--- src/mmio_pkg.sv ---
/*
 * Address map, bus structs and enums shared by the MMIO register block.
 * RTL files reach these through mmio_pkg:: scoped names.
 */
`default_nettype none

package mmio_pkg;

   // ========================================================================
   // Address map
   // ========================================================================
   localparam int ACTION_BIT = 31;          // 1 = action space, 0 = shell space
   localparam int BASE_HI    = 21;          // Shell register group
   localparam int BASE_LO    = 8;
   localparam int OFFS_HI    = 7;           // Register within the group
   localparam int OFFS_LO    = 0;

   localparam logic [13:0] BASE_CORE  = 14'h0000;
   localparam logic [13:0] BASE_DEBUG = 14'h01A0;
   localparam logic [13:0] BASE_FIR   = 14'h01C0;

   // Core group
   localparam logic [7:0] OFF_IVR       = 8'h00;  // RO
   localparam logic [7:0] OFF_SCR       = 8'h10;  // WO
   localparam logic [7:0] OFF_SSR       = 8'h18;  // RO
   localparam logic [7:0] OFF_CAP       = 8'h30;  // RO
   localparam logic [7:0] OFF_FRT       = 8'h40;  // RO

   // Debug group
   localparam logic [7:0] OFF_DBG_CLR   = 8'h00;  // WO, one-cycle clear
   localparam logic [7:0] OFF_TLX_CMD   = 8'h08;
   localparam logic [7:0] OFF_TLX_RSP   = 8'h10;
   localparam logic [7:0] OFF_AXI_CMD   = 8'h40;
   localparam logic [7:0] OFF_AXI_RSP   = 8'h48;
   localparam logic [7:0] OFF_BUF_CNT   = 8'h50;
   localparam logic [7:0] OFF_TLX_LIM   = 8'h60;  // RW
   localparam logic [7:0] OFF_AXI_LIM   = 8'h68;  // RW

   // Fault isolation group
   localparam logic [7:0] OFF_FIFO_OVFL = 8'h00;
   localparam logic [7:0] OFF_TLX_INTF  = 8'h08;

   // ========================================================================
   // Bus structs
   // ========================================================================
   typedef struct packed {
      logic        wr;
      logic        rd;
      logic        dw;                      // 1 = 64-bit access
      logic [31:0] addr;
      logic [63:0] din;
   } mmio_req_t;

   typedef struct packed {
      logic [63:0] dout;
      logic        done;
      logic        failed;
   } mmio_rsp_t;

   typedef struct packed {
      logic        wr;                      // One-cycle strobes
      logic        rd;
      logic [31:0] addr;
      logic [31:0] din;
   } lcl_req_t;

   typedef struct packed {
      logic        ack;                     // Write answer
      logic        rsp;                     // 1 = good
      logic [31:0] dout;
      logic        dv;                      // Read answer
   } lcl_rsp_t;

   typedef struct packed {
      logic [63:0] tlx_cmd;
      logic [63:0] tlx_rsp;
      logic [63:0] axi_cmd;
      logic [63:0] axi_rsp;
      logic [63:0] buf_cnt;
   } debug_cnt_t;

   typedef struct packed {
      logic [63:0] fifo_ovfl;
      logic [63:0] tlx_intf;
   } fir_t;

   // ========================================================================
   // Enums
   // ========================================================================
   typedef enum logic [2:0] {
      ACC_NONE, ACC_SHELL_WR, ACC_SHELL_RD, ACC_ACTION, ACC_BAD_WIDTH
   } access_e;

   typedef enum logic [3:0] {
      SEL_NONE, SEL_IVR, SEL_SCR, SEL_SSR, SEL_CAP, SEL_FRT,
      SEL_DBG_CLR, SEL_TLX_CMD, SEL_TLX_RSP, SEL_AXI_CMD, SEL_AXI_RSP,
      SEL_BUF_CNT, SEL_TLX_LIM, SEL_AXI_LIM, SEL_FIFO_OVFL, SEL_TLX_INTF
   } reg_sel_e;

endpackage

`default_nettype wire

--- src/mmio_access_decode.sv ---
/*
 * Classifies each host request and decodes the shell register target.
 * Results are registered, so they are valid the cycle after the request.
 */
`timescale 1ns/10ps
`default_nettype none

module mmio_access_decode (
   input  wire logic                clk,
   input  wire logic                rst_n,
   input  wire mmio_pkg::mmio_req_t mmio_req,
   output mmio_pkg::access_e        access,
   output mmio_pkg::reg_sel_e       reg_sel,
   output logic [63:0]              wdata,
   output logic                     action_start
);

   mmio_pkg::access_e  req_kind;
   mmio_pkg::reg_sel_e req_sel;

   // Map group, offset and direction to a register, SEL_NONE if not allowed
   function automatic mmio_pkg::reg_sel_e decode_sel(input logic [13:0] base,
                                                     input logic [7:0]  offs,
                                                     input logic        is_wr);
      mmio_pkg::reg_sel_e sel;
      sel = mmio_pkg::SEL_NONE;
      case (base)
         mmio_pkg::BASE_CORE:
            case (offs)
               mmio_pkg::OFF_IVR : if (!is_wr) sel = mmio_pkg::SEL_IVR;
               mmio_pkg::OFF_SCR : if (is_wr)  sel = mmio_pkg::SEL_SCR;
               mmio_pkg::OFF_SSR : if (!is_wr) sel = mmio_pkg::SEL_SSR;
               mmio_pkg::OFF_CAP : if (!is_wr) sel = mmio_pkg::SEL_CAP;
               mmio_pkg::OFF_FRT : if (!is_wr) sel = mmio_pkg::SEL_FRT;
               default           : sel = mmio_pkg::SEL_NONE;
            endcase
         mmio_pkg::BASE_DEBUG:
            case (offs)
               mmio_pkg::OFF_DBG_CLR : if (is_wr)  sel = mmio_pkg::SEL_DBG_CLR;
               mmio_pkg::OFF_TLX_CMD : if (!is_wr) sel = mmio_pkg::SEL_TLX_CMD;
               mmio_pkg::OFF_TLX_RSP : if (!is_wr) sel = mmio_pkg::SEL_TLX_RSP;
               mmio_pkg::OFF_AXI_CMD : if (!is_wr) sel = mmio_pkg::SEL_AXI_CMD;
               mmio_pkg::OFF_AXI_RSP : if (!is_wr) sel = mmio_pkg::SEL_AXI_RSP;
               mmio_pkg::OFF_BUF_CNT : if (!is_wr) sel = mmio_pkg::SEL_BUF_CNT;
               mmio_pkg::OFF_TLX_LIM : sel = mmio_pkg::SEL_TLX_LIM;    // RW
               mmio_pkg::OFF_AXI_LIM : sel = mmio_pkg::SEL_AXI_LIM;    // RW
               default               : sel = mmio_pkg::SEL_NONE;
            endcase
         mmio_pkg::BASE_FIR:
            case (offs)
               mmio_pkg::OFF_FIFO_OVFL : if (!is_wr) sel = mmio_pkg::SEL_FIFO_OVFL;
               mmio_pkg::OFF_TLX_INTF  : if (!is_wr) sel = mmio_pkg::SEL_TLX_INTF;
               default                 : sel = mmio_pkg::SEL_NONE;
            endcase
         default: sel = mmio_pkg::SEL_NONE;            // Unmapped group
      endcase
      return sel;
   endfunction

   // Shell wants 64-bit, action wants 32-bit
   always_comb
   begin
      req_kind = mmio_pkg::ACC_NONE;
      req_sel  = mmio_pkg::SEL_NONE;
      if (mmio_req.wr || mmio_req.rd)
      begin
         if (mmio_req.addr[mmio_pkg::ACTION_BIT] == mmio_req.dw)
            req_kind = mmio_pkg::ACC_BAD_WIDTH;
         else if (mmio_req.addr[mmio_pkg::ACTION_BIT])
            req_kind = mmio_pkg::ACC_ACTION;
         else
         begin
            req_kind = mmio_req.wr ? mmio_pkg::ACC_SHELL_WR : mmio_pkg::ACC_SHELL_RD;
            req_sel  = decode_sel(mmio_req.addr[mmio_pkg::BASE_HI:mmio_pkg::BASE_LO],
                                  mmio_req.addr[mmio_pkg::OFFS_HI:mmio_pkg::OFFS_LO],
                                  mmio_req.wr);
         end
      end
   end

   always_ff @(posedge clk or negedge rst_n)
   begin
      if (!rst_n)
      begin
         access  <= mmio_pkg::ACC_NONE;
         reg_sel <= mmio_pkg::SEL_NONE;
      end
      else
      begin
         access  <= req_kind;                          // Held for one cycle only
         reg_sel <= req_sel;
      end
   end

   always_ff @(posedge clk)
   begin
      if (mmio_req.wr)
         wdata <= mmio_req.din;                        // Write payload
   end

   assign action_start = (access == mmio_pkg::ACC_ACTION);   // Valid action access only

endmodule

`default_nettype wire

--- src/shell_regs.sv ---
/*
 * Shell register file. Takes the decoded access, performs the write or
 * read and returns a one-cycle result, plus status and debug controls.
 */
`timescale 1ns/10ps
`default_nettype none

module shell_regs #(
   parameter logic [63:0] IMP_VERSION = 64'h0,
   parameter logic [63:0] CAPABILITY  = 64'h0
) (
   input  wire logic                 clk,
   input  wire logic                 rst_n,
   input  wire mmio_pkg::access_e    access,
   input  wire mmio_pkg::reg_sel_e   reg_sel,
   input  wire logic [63:0]          wdata,
   input  wire mmio_pkg::debug_cnt_t debug_cnt,
   input  wire mmio_pkg::fir_t       fir,
   output logic                      result_valid,
   output logic                      result_failed,
   output logic [63:0]               result_data,
   output logic                      cmd_strobe,       // Soft reset request
   output logic                      debug_cnt_clear,
   output logic [63:0]               tlx_idle_lim,
   output logic [63:0]               axi_idle_lim
);

   logic [63:0]          frt;                          // Free-running counter
   logic [3:0]           status;                       // fatal, axi busy, tlx busy, idle
   mmio_pkg::debug_cnt_t cnt_snap;
   mmio_pkg::fir_t       fir_snap;
   logic [63:0]          rdata;
   logic                 shell_wr;
   logic                 shell_rd;

   assign shell_wr = (access == mmio_pkg::ACC_SHELL_WR);
   assign shell_rd = (access == mmio_pkg::ACC_SHELL_RD);

   // ========================================================================
   // Snapshots, status and free-running time
   // ========================================================================
   always_ff @(posedge clk)
   begin
      cnt_snap <= debug_cnt;
      fir_snap <= fir;
   end

   always_ff @(posedge clk or negedge rst_n)
   begin
      if (!rst_n)
      begin
         status <= '0;
         frt    <= '0;
      end
      else
      begin
         status[0] <= (debug_cnt.buf_cnt == 64'd0);            // Buffers empty
         status[1] <= (debug_cnt.tlx_cmd != debug_cnt.tlx_rsp);
         status[2] <= (debug_cnt.axi_cmd != debug_cnt.axi_rsp);
         status[3] <= |{fir.fifo_ovfl, fir.tlx_intf};          // Any fault bit
         frt       <= frt + 64'd1;
      end
   end

   // ========================================================================
   // Writes
   // ========================================================================
   always_ff @(posedge clk or negedge rst_n)
   begin
      if (!rst_n)
      begin
         cmd_strobe      <= 1'b0;
         debug_cnt_clear <= 1'b0;
         tlx_idle_lim    <= '0;
         axi_idle_lim    <= '0;
      end
      else
      begin
         // Self-clearing, high for one cycle per write
         cmd_strobe      <= shell_wr && (reg_sel == mmio_pkg::SEL_SCR) && wdata[0];
         debug_cnt_clear <= shell_wr && (reg_sel == mmio_pkg::SEL_DBG_CLR) && wdata[0];
         if (shell_wr && (reg_sel == mmio_pkg::SEL_TLX_LIM))
            tlx_idle_lim <= wdata;
         if (shell_wr && (reg_sel == mmio_pkg::SEL_AXI_LIM))
            axi_idle_lim <= wdata;
      end
   end

   // ========================================================================
   // Read mux and result
   // ========================================================================
   always_comb
   begin
      case (reg_sel)
         mmio_pkg::SEL_IVR       : rdata = IMP_VERSION;
         mmio_pkg::SEL_SSR       : rdata = {60'd0, status};
         mmio_pkg::SEL_CAP       : rdata = CAPABILITY;
         mmio_pkg::SEL_FRT       : rdata = frt;
         mmio_pkg::SEL_TLX_CMD   : rdata = cnt_snap.tlx_cmd;
         mmio_pkg::SEL_TLX_RSP   : rdata = cnt_snap.tlx_rsp;
         mmio_pkg::SEL_AXI_CMD   : rdata = cnt_snap.axi_cmd;
         mmio_pkg::SEL_AXI_RSP   : rdata = cnt_snap.axi_rsp;
         mmio_pkg::SEL_BUF_CNT   : rdata = cnt_snap.buf_cnt;
         mmio_pkg::SEL_TLX_LIM   : rdata = tlx_idle_lim;
         mmio_pkg::SEL_AXI_LIM   : rdata = axi_idle_lim;
         mmio_pkg::SEL_FIFO_OVFL : rdata = fir_snap.fifo_ovfl;
         mmio_pkg::SEL_TLX_INTF  : rdata = fir_snap.tlx_intf;
         default                 : rdata = '0;         // Write-only or none
      endcase
   end

   assign result_data   = shell_rd ? rdata : 64'd0;
   assign result_valid  = (shell_wr || shell_rd) && (reg_sel != mmio_pkg::SEL_NONE);
   assign result_failed = (access == mmio_pkg::ACC_BAD_WIDTH) ||
                          ((shell_wr || shell_rd) && (reg_sel == mmio_pkg::SEL_NONE));

endmodule

`default_nettype wire

--- src/soft_reset_gen.sv ---
/*
 * Stretches a command strobe into a soft-reset pulse of SOFT_RESET_CYCLES
 * for both shell and action. Strobes during a pulse are dropped.
 */
`timescale 1ns/10ps
`default_nettype none

module soft_reset_gen #(
   parameter int SOFT_RESET_CYCLES = 16
) (
   input  wire logic clk,
   input  wire logic rst_n,
   input  wire logic cmd_strobe,
   output logic      soft_reset_shell,
   output logic      soft_reset_action
);

   localparam int CNT_W = (SOFT_RESET_CYCLES > 1) ? $clog2(SOFT_RESET_CYCLES) : 1;

   typedef enum logic {ST_IDLE, ST_ACTIVE} state_e;

   state_e             state;
   logic [CNT_W-1:0]   len_cnt;                        // Cycles already in pulse

   always_ff @(posedge clk or negedge rst_n)
   begin
      if (!rst_n)
      begin
         state   <= ST_IDLE;
         len_cnt <= '0;
      end
      else if (state == ST_IDLE)
      begin
         len_cnt <= '0;
         if (cmd_strobe)
            state <= ST_ACTIVE;
      end
      else if (len_cnt == CNT_W'(SOFT_RESET_CYCLES - 1))
         state <= ST_IDLE;                             // Last pulse cycle
      else
         len_cnt <= len_cnt + 1'b1;
   end

   // Both domains share one pulse
   assign soft_reset_shell  = (state == ST_ACTIVE);
   assign soft_reset_action = (state == ST_ACTIVE);

endmodule

`default_nettype wire

--- src/action_bridge.sv ---
/*
 * Forwards 32-bit action accesses to the action register bus and waits
 * for ack or dv. The answer comes back as a one-cycle result.
 */
`timescale 1ns/10ps
`default_nettype none

module action_bridge (
   input  wire logic                clk,
   input  wire logic                rst_n,
   input  wire logic                action_start,
   input  wire mmio_pkg::mmio_req_t mmio_req,
   output mmio_pkg::lcl_req_t       lcl_req,
   input  wire mmio_pkg::lcl_rsp_t  lcl_rsp,
   output logic                     result_valid,
   output logic                     result_failed,
   output logic [63:0]              result_data
);

   typedef enum logic {ST_IDLE, ST_WAIT_RSP} state_e;

   state_e state;
   logic   is_wr;                                      // Direction of current request
   logic   rsp_seen;

   assign rsp_seen = (state == ST_WAIT_RSP) && (lcl_rsp.ack || lcl_rsp.dv);

   always_ff @(posedge clk or negedge rst_n)
   begin
      if (!rst_n)
         is_wr <= 1'b0;
      else if (mmio_req.wr || mmio_req.rd)
         is_wr <= mmio_req.wr;                         // Captured in the request cycle
   end

   always_ff @(posedge clk or negedge rst_n)
   begin
      if (!rst_n)
         state <= ST_IDLE;
      else
         case (state)
            ST_IDLE     : if (action_start) state <= ST_WAIT_RSP;
            ST_WAIT_RSP : if (rsp_seen)     state <= ST_IDLE;
            default     : state <= ST_IDLE;
         endcase
   end

   // ========================================================================
   // Action request, strobes last one cycle
   // ========================================================================
   always_comb
   begin
      lcl_req.wr   = action_start && (state == ST_IDLE) && is_wr;
      lcl_req.rd   = action_start && (state == ST_IDLE) && !is_wr;
      lcl_req.addr = {1'b0, mmio_req.addr[30:0]};     // Drop the space select bit
      lcl_req.din  = mmio_req.addr[2] ? mmio_req.din[63:32] : mmio_req.din[31:0];
   end

   // ========================================================================
   // Response, read data goes to the half picked by addr bit 2
   // ========================================================================
   always_comb
   begin
      result_valid  = rsp_seen && lcl_rsp.rsp;
      result_failed = rsp_seen && !lcl_rsp.rsp;
      result_data   = 64'd0;
      if (lcl_rsp.dv)
      begin
         if (mmio_req.addr[2])
            result_data = {lcl_rsp.dout, 32'd0};
         else
            result_data = {32'd0, lcl_rsp.dout};
      end
   end

endmodule

`default_nettype wire

--- src/mmio_top.sv ---
/*
 * Top of the MMIO register block. Ties decode, shell registers, soft reset
 * and action bridge together and registers the merged host response.
 */
`timescale 1ns/10ps
`default_nettype none

module mmio_top #(
   parameter logic [63:0] IMP_VERSION       = 64'h0,
   parameter logic [63:0] CAPABILITY        = 64'h0,
   parameter int          SOFT_RESET_CYCLES = 16
) (
   input  wire logic                 clk,
   input  wire logic                 rst_n,
   input  wire mmio_pkg::mmio_req_t  mmio_req,
   output mmio_pkg::mmio_rsp_t       mmio_rsp,
   output mmio_pkg::lcl_req_t        lcl_req,
   input  wire mmio_pkg::lcl_rsp_t   lcl_rsp,
   input  wire mmio_pkg::debug_cnt_t debug_cnt,
   input  wire mmio_pkg::fir_t       fir,
   output logic                      debug_cnt_clear,
   output logic                      soft_reset_shell,
   output logic                      soft_reset_action,
   output logic [63:0]               tlx_idle_lim,
   output logic [63:0]               axi_idle_lim
);

   mmio_pkg::access_e  access;
   mmio_pkg::reg_sel_e reg_sel;
   logic [63:0]        wdata;
   logic               action_start;
   logic               cmd_strobe;
   logic               sh_valid, sh_failed, br_valid, br_failed;
   logic [63:0]        sh_data, br_data;
   logic               rsp_done, rsp_failed;
   logic [63:0]        rsp_dout;

   mmio_access_decode u_decode (
      .clk(clk), .rst_n(rst_n), .mmio_req(mmio_req), .access(access),
      .reg_sel(reg_sel), .wdata(wdata), .action_start(action_start));

   shell_regs #(.IMP_VERSION(IMP_VERSION), .CAPABILITY(CAPABILITY)) u_shell_regs (
      .clk(clk), .rst_n(rst_n), .access(access), .reg_sel(reg_sel), .wdata(wdata),
      .debug_cnt(debug_cnt), .fir(fir), .result_valid(sh_valid),
      .result_failed(sh_failed), .result_data(sh_data), .cmd_strobe(cmd_strobe),
      .debug_cnt_clear(debug_cnt_clear), .tlx_idle_lim(tlx_idle_lim),
      .axi_idle_lim(axi_idle_lim));

   soft_reset_gen #(.SOFT_RESET_CYCLES(SOFT_RESET_CYCLES)) u_soft_reset (
      .clk(clk), .rst_n(rst_n), .cmd_strobe(cmd_strobe),
      .soft_reset_shell(soft_reset_shell), .soft_reset_action(soft_reset_action));

   action_bridge u_bridge (
      .clk(clk), .rst_n(rst_n), .action_start(action_start), .mmio_req(mmio_req),
      .lcl_req(lcl_req), .lcl_rsp(lcl_rsp), .result_valid(br_valid),
      .result_failed(br_failed), .result_data(br_data));

   // Only one source answers per request, so OR-merge is enough
   always_ff @(posedge clk or negedge rst_n)
   begin
      if (!rst_n)
      begin
         rsp_done   <= 1'b0;
         rsp_failed <= 1'b0;
      end
      else
      begin
         rsp_done   <= sh_valid || br_valid;
         rsp_failed <= sh_failed || br_failed;
      end
   end

   always_ff @(posedge clk)
      rsp_dout <= ({64{sh_valid}} & sh_data) | ({64{br_valid}} & br_data);

   assign mmio_rsp = '{dout: rsp_dout, done: rsp_done, failed: rsp_failed};

endmodule

`default_nettype wire

--- config.mk ---
export PLATFORM = sky130hd
export DESIGN_NAME = mmio_top
export DESIGN_NICKNAME = d
export VERILOG_FILES = /design/src/mmio_pkg.sv /design/src/mmio_access_decode.sv /design/src/shell_regs.sv /design/src/soft_reset_gen.sv /design/src/action_bridge.sv /design/src/mmio_top.sv
export SDC_FILE = /design/constraint.sdc
export NUM_CORES = 1
export LEC_CHECK = 0
export BUFFER_PORTS_ARGS = -buffer_cell sky130_fd_sc_hd__buf_2
export CAP_MARGIN = 0
export CORE_MARGIN = 2
export CORE_UTILIZATION = 25
export DETAILED_ROUTE_END_ITERATION = 8
export GPL_TIMING_DRIVEN = 1
export REMOVE_ABC_BUFFERS = 1
export SYNTH_ARGS = -nofsm -noshare
export SYNTH_HDL_FRONTEND = slang
export SYNTH_SLANG_ARGS = --single-unit
--- constraint.sdc ---
create_clock -name clk -period 1.9 [get_ports clk]
set_input_delay 0.19 -clock clk [delete_from_list [all_inputs] [get_ports clk]]
set_output_delay 0.19 -clock clk [all_outputs]
set_load 0.01 [all_outputs]
======== After elaboration in Yosys (flattened, before gate mapping) ========
Cells that the tools add are included.
operators by class
  mux-type cells .......................... 37
  bitwise operators ....................... 4
  reduce and logical (&&, ||, !) cells .... 28
  add/subtract/negate cells ............... 2
  equal/unequal tests ..................... 33
operator list
  operator                                                          number
  64-bit case mux with 11 select lines                              1
  64-bit 2-to-1 mux                                                 3
  64-bit AND                                                        2
  64-bit != test                                                    2
  128-bit OR reduction                                              1
  64-bit by 1-bit adder with 64-bit output, second input constant   1
  64-bit zero test                                                  1
  64-bit bitwise OR                                                 1
  4-bit 2-to-1 mux                                                  11
  8-bit by 7-bit == test with 1-bit output, second input constant   5
  4-bit == test, second input constant                              9
  32-bit 2-to-1 mux                                                 1
  4-bit case mux with 8 select lines                                1
  14-bit by 9-bit == test with 1-bit output, second input constant  2
  3-bit 2-to-1 mux                                                  7
  4-bit case mux with 5 select lines                                1
  8-bit by 5-bit == test with 1-bit output, second input constant   2
  1-bit logical AND                                                 14
  14-bit zero test                                                  1
  4-bit by 3-bit == test with 1-bit output, second input constant   3
  4-bit case mux with 3 select lines                                1
  4-bit by 2-bit == test with 1-bit output, second input constant   2
  8-bit by 4-bit == test with 1-bit output, second input constant   1
  8-bit by 6-bit == test with 1-bit output, second input constant   1
  other kinds (16)                                                  30
storage, ports and cells
  output and inout port bits .............. 263
  input port bits ......................... 584
  flip-flop bits (word level) ............. 790
  word-level logic and storage cells ...... 127

======== Longest topological paths before layout ========
Gate-level depths: netlist (run 1).
  depth after elaboration ................. 6
  gate-level depth with buffers ........... 9
  gate-level depth less buffers ........... 5

======== Cells and area by module ========
Synthesis (run 1) repeated with hierarchy kept, for this count alone.
unflattened totals
  cell total of the unflattened synthesis .. 2210
  area, all modules ....................... 28404.7 µm²
modules (own cells, without submodules)
  module              sequential area each (µm²)  area an instance (µm²)  cells each  times used
  shell_regs          13923.4                     22258.8                 1739        1
  mmio_access_decode  2097.0                      2600.0                  146         1
  mmio_top            1331.3                      2064.5                  148         1
  action_bridge       50.0                        1233.7                  154         1
  soft_reset_gen      125.1                       247.7                   23          1

======== Least setup slack after synthesis (run 1) ========
Ideal clock, no wire load.
  path type ............................... register to register
  start ................................... reg u_decode.reg_sel[0]
  end ..................................... reg u_shell_regs.axi_idle_lim[10]
  required time ........................... 1.775 ns
  setup time .............................. 0.125 ns
  path buffers ............................ 3
  setup slack ............................. -0.149 ns
  arrival time ............................ 1.924 ns
  stages on the path, launching flop included .. 7
  cells stage by stage .................... dfrtp_1 > clkbuf_1 > and4b_1 > buf_2 > nand2_1 > clkbuf_1 > mux2_2
on the way
  cells in the longest elaborated chain, start to end .. 2
ends and longest elaborated chain
  element                   line                      source
  start: declaration        mmio_access_decode.sv:13  output mmio_pkg::reg_sel_e reg_sel,
  start signal: assignment  mmio_access_decode.sv:86  reg_sel <= mmio_pkg::SEL_NONE;
  start signal: assignment  mmio_access_decode.sv:91  reg_sel <= req_sel;
  4-bit == test             shell_regs.sv:84          if (shell_wr && (reg_sel == mmio_pkg::SEL_AXI_LIM))
  1-bit logical AND         shell_regs.sv:84
  end signal: assignment    shell_regs.sv:85          axi_idle_lim <= wdata;
  end: declaration          shell_regs.sv:25          output logic [63:0] axi_idle_lim
No other way between the ends.
A chain may end at the register's enable or synchronous reset.

======== Worst setup path after layout (run 1) ========
  start ................................... reg u_decode.reg_sel[3]
  end ..................................... reg rsp_dout[26]
on the way
  cells in the longest elaborated chain, start to end .. 5
ends and longest elaborated chain
  element                                      line               source
  4-bit == test, or another cell as far along  shell_regs.sv:94   case (reg_sel)
  64-bit case mux with 11 select lines         shell_regs.sv:94
  64-bit 2-to-1 mux                            shell_regs.sv:112  assign result_data = shell_rd ? rdata : 64'd0;
  64-bit AND (*)                               mmio_top.sv:74     rsp_dout <= ({64{sh_valid}} & sh_data) | ({64{br_valid}} & br_data);
  64-bit bitwise OR (*)                        mmio_top.sv:74
  end signal: assignment                       mmio_top.sv:74
  end: declaration                             mmio_top.sv:36     logic [63:0] rsp_dout;
Mark *: on every way between the ends. The rest lies on a longest branch, timed or not.

==> results of run 1 <==
-- flip-flops by register name, indices dropped and copies added, names as in the netlist, 3 cells and up --
register and count:
u_decode.access 3, u_soft_reset.len_cnt 4, u_shell_regs.fir_snap 128, u_decode.reg_sel 4, u_shell_regs.tlx_idle_lim 64, u_shell_regs.cnt_snap 320
u_shell_regs.axi_idle_lim 64, u_decode.wdata 64, rsp_dout 64, u_shell_regs.status 4, u_shell_regs.frt 64
-- cell type report --
cell class | count | area (µm²) | area share (%)
diodes | 22 | 55.1 | 0.116
clock buffers | 140 | 2830 | 5.95
clock inverters | 31 | 324 | 0.680
inverters | 11 | 41.3 | 0.0867
multi-input cells | 1157 | 10300 | 21.7
flip-flops and latches | 790 | 17500 | 36.8
well taps | 1414 | 1770 | 3.71
repair buffers | 1828 | 14700 | 30.9
-- final timing paths --
path	startpoint	end	slack [ps]
worst min-delay path	rst_n	u_shell_regs.axi_idle_lim[32]$_DFFE_PN0P_	80
max in group asynchronous	rst_n	u_shell_regs.tlx_idle_lim[63]$_DFFE_PN0P_	1130
min in group clk	mmio_req[77]	u_decode.reg_sel[2]$_DFF_PN0_	110
worst max-delay path	u_decode.reg_sel[3]$_DFF_PN0_	rsp_dout[26]$_DFF_P_	-350
worst min register to register	u_shell_regs.cmd_strobe$_DFF_PN0_	u_soft_reset.soft_reset_action$_DFF_PN0_	500
worst max register to register	u_decode.reg_sel[3]$_DFF_PN0_	rsp_dout[26]$_DFF_P_	-350
-- layer usage --
metal,wire (µm),global-route usage (%),vias up
li1,-,-,11585
met1,71300,36.7,13584
met2,83000,49.7,1503
met3,11600,5.31,366
met4,6570,9.88,12
met5,80,0,-
-- kinds of logic (layout without fill, tap and decap cells) --
group,Yosys count,count (layout),synth area share (%)
buf+inv,158,2010,2.73
simple gates,383,385,8.50
mux,163,163,6.67
fa+ha+maj,2,2,0.0911
xor+xnor,193,193,6.15
compound gates,413,413,12.0
flops,790,790,63.8
other cells,1,23,0.0137
-- where the power goes --
group / switching, mW / leakage [nW] / internal [mW]
registers: 0.310 / 7.87 / 17.5
clock network: 7.61 / 1.55 / 10.9
logic: 1.76 / 11.9 / 1.75
-- per-stage QoR --
step / cells / util (%) / setup TNS, ps
final: 5393 / 43.8 / -28170
after global routing: 5385 / 43.7 / -36760
after CTS: 5349 / 43.2 / -30750
after detailed placement: 4523 / 32.9 / -20280
after global placement: 4523 / 32.9 / -18240
after floorplan: 1956 / - / -899300
-- worst max-delay path, cell delays in order (launching register included) --
cell and delay (ps):
dfrtp_2 440, buf_12 140, and4b_4 300, buf_6 190, buf_12 150, a22o_1 180, a221oi_2 190, nand4_1 260
a22o_1 270
-- cells in the final DEF, fill, tap and decap left out, drive strengths merged, types with 4 or more instances in the layout --
master,n
edfxtp,64
and4b,5
xnor2,168
a22oi,189
buf,1264
nor4,72
nand3,33
and4,11
inv,19
a22o,123
nor4bb,5
a21oi,7
o21ai,11
a221oi,61
dfxtp,512
dlygate4sd3,556
nor3,22
and3,7
nand4,127
nor3b,4
nor2,31
clkbuf,147
bufinv,4
diode,22
nand3b,5
dfrtp,214
and2,6
mux2,161
a222oi,5
xor2,25
nand2,40
clkinv,16
-- repair_timing --
action,4_1_cts,5_1_grt
gates cloned,22,11
endpoints found under the hold margin,802,0
endpoints found under the setup margin,133,222
buffers inserted,83,23
resized for setup,248,78
hold buffers,556,0
pin swaps,131,99
==> impl_metrics.csv, run 1 <==
group,metric,value,unit
yosys,synth.area.top_cells,"dfxtp_1, dfrtp_1, edfxtp_1, mux2_2, xnor2_1",
setup_path,r2r_cells,8,
timing,clock.fmax,445,MHz
yosys,seq_area_frac_synth,63.8,%
floorplan,num_io_pins,847,
grt,grt_pass1_wl,224,mm
floorplan,start_util,25.2,%
drt,drt-vias-per-instance,5.02,
grt,grtUsageTotal,29.1,%
yosys,ys_types,60,
yosys,synth_area,27500,µm²
timing,slew_headroom,47.5,%
cts,cts.sinks,790,
flow_run,drv_cap,0,
pwr,irDropWorstVdd,0.703,mV
yosys,synthFlopType,"dfxtp_1",
drt,route.vias.total,27050,
yosys,synth.top_cell.area_share,37.3,%
cts,numCtsBuffers,91,
cts,clk-insertion-delay-late,690,ps
floorplan,fp.dieH,335,µm
grt,grt_overflow_total,0,
yosys,synth_commonest_cells,"dfxtp_1, dfrtp_1, a22oi_1, xnor2_1, mux2_2",
layout,final_net_count,4465,
yosys,yosysMostFrequentCell,"dfxtp_1",
drt,ant_nets,0,
outcome,failed_checks,"negative setup slack",
yosys,postSynthAreaPerCell,13.1,µm²
cts,clock_path_buffers,3,
floorplan,core_area,109000,µm²
drt,wl_per_cell,32.0,µm
setup_path,required,2460,ps
timing,worst_pin_slew,780,ps
timing,finalSetupViolCount,207,
cts,htree_levels,3,
timing,fin_skew,31.4,ps
layout,fill_cells,9991,
setup_path,endpoint_kind,"register",
setup_path,worst-setup-path-type,"register to register",
pwr,leakage,21.4,nW
cts,tritoncts,"yes",
setup_path,crit_fanout,7,
setup_path,start_kind,"register",
yosys,ys.warnings.count,0,
place,place.gp.congestion,0.918,
layout,final_cell_area,47600,µm²
timing,whs,78.3,ps
outcome,outcome,"complete, but fails checks",
timing,finalCritPeriodShare,118,%
pwr,finalPower,39.8,mW
place,place_worst_setup_slack,-727,ps
setup_path,arrival,2810,ps
drt,drt_iter0_drc,2097,
timing,final-hold-violation-count,0,
grt,grt_pass1_vias,27952,
drt,drc,0,
place,place_area,35800,µm²
yosys,async_reset_ff_share,27.1,%
floorplan,fp.dieW,335,µm
timing,slew_viol_final,0,
cts,cts_root_buffer,"clkbuf_16",
yosys,ys_seq_elements,790,
timing,worst_slack,-349,ps
timing,period_minus_slack,2250,ps
min_path,hold_class,"primary input to async pin",
layout,syn2layout_area_growth,73.4,%
floorplan,rows,121,
cts,clk_pin_slew_worst_paths,60,ps
place,hpwlAfterDp,127,mm
place,io_buffers,827,
yosys,synthCells,2103,
grt,antenna_found_initial,30,
timing,rsz0062_at_grt,"yes",
floorplan,die_area,113000,µm²
pwr,power.density,837,nW/µm²
drt,wirelength,173,mm
yosys,synth_edf_count,64,
layout,drive_gt1_share,44.3,%
drt,dr.pass1.iters,5,
grt,grt_max_degree,50,
yosys,synth_top_cell_by_area,"dfxtp_1",
Power figures use the tool's default switching activity.
==> run 2: changes to the inputs <==
--- a/config.mk
+++ b/config.mk
@@ -6,11 +6,11 @@
 export NUM_CORES = 1
 export LEC_CHECK = 0
 export BUFFER_PORTS_ARGS = -buffer_cell sky130_fd_sc_hd__buf_2
-export CAP_MARGIN = 0
-export CORE_MARGIN = 2
-export CORE_UTILIZATION = 25
+export CORE_AREA = 2 2 332 334
 export DETAILED_ROUTE_END_ITERATION = 8
+export DIE_AREA = 0 0 334 336
 export GPL_TIMING_DRIVEN = 1
+export RECOVER_POWER = 100
 export REMOVE_ABC_BUFFERS = 1
 export SYNTH_ARGS = -nofsm -noshare
 export SYNTH_HDL_FRONTEND = slang
==> run 2 against run 1 <==
Against the previous run: the run ends with max-capacitance violations, max-slew violations, negative setup slack left; worst setup slack better by 13 ps; final area fell by 1.2%; routed wire length shrank 0.48%; global-route usage down 0.17 points; power is 1.2% lower; sequential power hardly changed; combinational power decreased by 5%; non-clock buffer count is 37 higher; critical path depth decreased by 1; final cell count is 0.57% higher; first-iteration DRC count decreased by 0.43%; critical path type unchanged; largest cell class unchanged.
==> impl_metrics.csv, run 2 (synthesized netlist as in run 1, its figures left out) <==
group,metric,value,unit
outcome,outcome,"complete, but fails checks",
outcome,failed_checks,"max-capacitance violations, max-slew violations, negative setup slack",
setup_path,required,2470,ps
layout,fin_util,43.4,%
cts,cts.sinks,790,
drt,wirelength,172,mm
timing,period_minus_slack,2240,ps
layout,final_cell_area,47100,µm²
flow_run,drv_cap,1,
grt,grtUsageTotal,28.9,%
timing,clock.fmax,447,MHz
pwr,power.density,836,nW/µm²
drt,drc,0,
pwr,finalPower,39.4,mW
cts,clock_path_buffers,3,
floorplan,num_io_pins,847,
layout,drive_gt1_share,27.4,%
layout,largest-register,"u_shell_regs.cnt_snap",
cts,clk_pin_slew_worst_paths,70,ps
timing,rsz0062_at_grt,"yes",
grt,grt_pass1_vias,27884,
timing,worst_slack,-336,ps
drt,wl_per_cell,31.7,µm
drt,drt_iter0_drc,2088,
grt,grt_overflow_total,0,
layout,largest_register_ffs,320,
place,place_area,35900,µm²
timing,finalCritPeriodShare,118,%
floorplan,fp.dieW,334,µm
setup_path,start_kind,"register",
timing,fin_skew,44.7,ps
cts,numCtsBuffers,91,
place,place.gp.congestion,0.916,
floorplan,core_area,108000,µm²
grt,grt_max_degree,49,
drt,ant_nets,0,
setup_path,arrival,2810,ps
grt,grt_pass1_wl,223,mm
setup_path,crit_fanout,32,
layout,final_net_count,4501,
setup_path,endpoint_kind,"register",
floorplan,rows,121,
min_path,hold_class,"primary input to register",
cts,tritoncts,"yes",
cts,cts_root_buffer,"clkbuf_16",
floorplan,start_util,25.3,%
setup_path,worst-setup-path-type,"register to register",
drt,route.vias.total,27220,
layout,reg_top3,"u_shell_regs.cnt_snap: 320 flops, u_shell_regs.fir_snap: 128 flops",
floorplan,die_area,112000,µm²
layout,final_cell_mix,"clkbuf_1, dlygate4sd3_1, dfxtp_1",
timing,worst_pin_slew,1670,ps
timing,finalSetupViolCount,245,
drt,dr.pass1.iters,6,
grt,antenna_found_initial,36,
pwr,leakage,19.3,nW
drt,drt-vias-per-instance,5.02,
timing,final-hold-violation-count,0,
timing,slew_headroom,-11.5,%
timing,slew_viol_final,43,
pwr,irDropWorstVdd,0.676,mV
place,place_worst_setup_slack,-572,ps
place,hpwlAfterDp,127,mm
layout,syn2layout_area_growth,71.4,%
layout,final_common_cell,"clkbuf_1",
floorplan,fp.dieH,336,µm
cts,htree_levels,3,
place,io_buffers,827,
cts,clk-insertion-delay-late,700,ps
## run 2: changes by cell type in the layout (fill, tap and decap cells not counted), sizes merged, moves of 2 or more
cell and delta:
bufinv +2, nand2 -2, buf -699, inv -2, diode -4, clkinv +12, clkbuf +724
## run 2: where the power goes
| group | leakage [nW] | total [mW] | internal [mW] | switching (mW) |
|---|---|---|---|---|
| Sequential | 7.87 | 17.8 | 17.5 | 0.303 |
| Clock | 1.51 | 18.2 | 10.5 | 7.70 |
| Combinational | 9.96 | 3.34 | 1.58 | 1.76 |
| Total | 19.3 | 39.4 | 29.6 | 9.77 |
## run 2: path summary, 6_finish.rpt
kind	startpoint	endpoint	slack (ps)	cells after the start
max	u_decode.reg_sel[0]$_DFF_PN0_	u_shell_regs.tlx_idle_lim[55]$_DFFE_PN0P_	-340	7
min	mmio_req[68]	u_decode.reg_sel[1]$_DFF_PN0_	60	4
max reg2reg	u_decode.reg_sel[0]$_DFF_PN0_	u_shell_regs.tlx_idle_lim[55]$_DFFE_PN0P_	-340	7
min reg2reg	u_shell_regs.cmd_strobe$_DFF_PN0_	u_soft_reset.soft_reset_action$_DFF_PN0_	500	1
max in group asynchronous	rst_n	u_shell_regs.frt[15]$_DFF_PN0_	20	3
min in group asynchronous	rst_n	u_shell_regs.axi_idle_lim[0]$_DFFE_PN0P_	480	2
## run 2: metrics by stage
stage / hold WS [ps] / TNS, ps / cells
3_5_place_dp: 174 / -22160 / 4540
6_report: 61.6 / -40860 / 5424
5_1_grt: 40.0 / -54700 / 5421
4_1_cts: 10.7 / -23230 / 5371
3_3_place_gp: 169 / -16460 / 4540
2_1_floorplan: -106 / -899300 / 1956
## run 2: timing repair
item,4_1_cts,5_1_grt
cloned,15,12
hold endpoints to repair,803,0
hold buffers,556,0
pin swaps,136,142
setup endpoints to repair,197,231
buffers inserted,95,43
gates resized for setup,249,151
## run 2: final cells by class
class,instances,area [µm²]
diodes,18,45.0
clock buffers,127,2610
clock inverters,43,498
fillers,10357,61300
inverters,11,41.3
multi-input cells,1156,10500
flip-flops and latches,790,17500
well taps,1414,1770
repair buffers,1865,14100
## run 2: critical path, stage by stage, from the launching register on
cell and delay (ps):
dfrtp_2 470, buf_6 150, buf_12 110, nor4bb_4 360, buf_12 210, nand2_8 120, buf_12 190, mux2_4 360
## run 2: layer usage
layer,global-route usage (%),part of all wire [%],vias up
met3,5.51,7.1,402
met4,11.3,4.6,14
met2,48.8,47,1568
met1,36.4,41,13610
li1,-,-,11626
met5,0,0.057,-
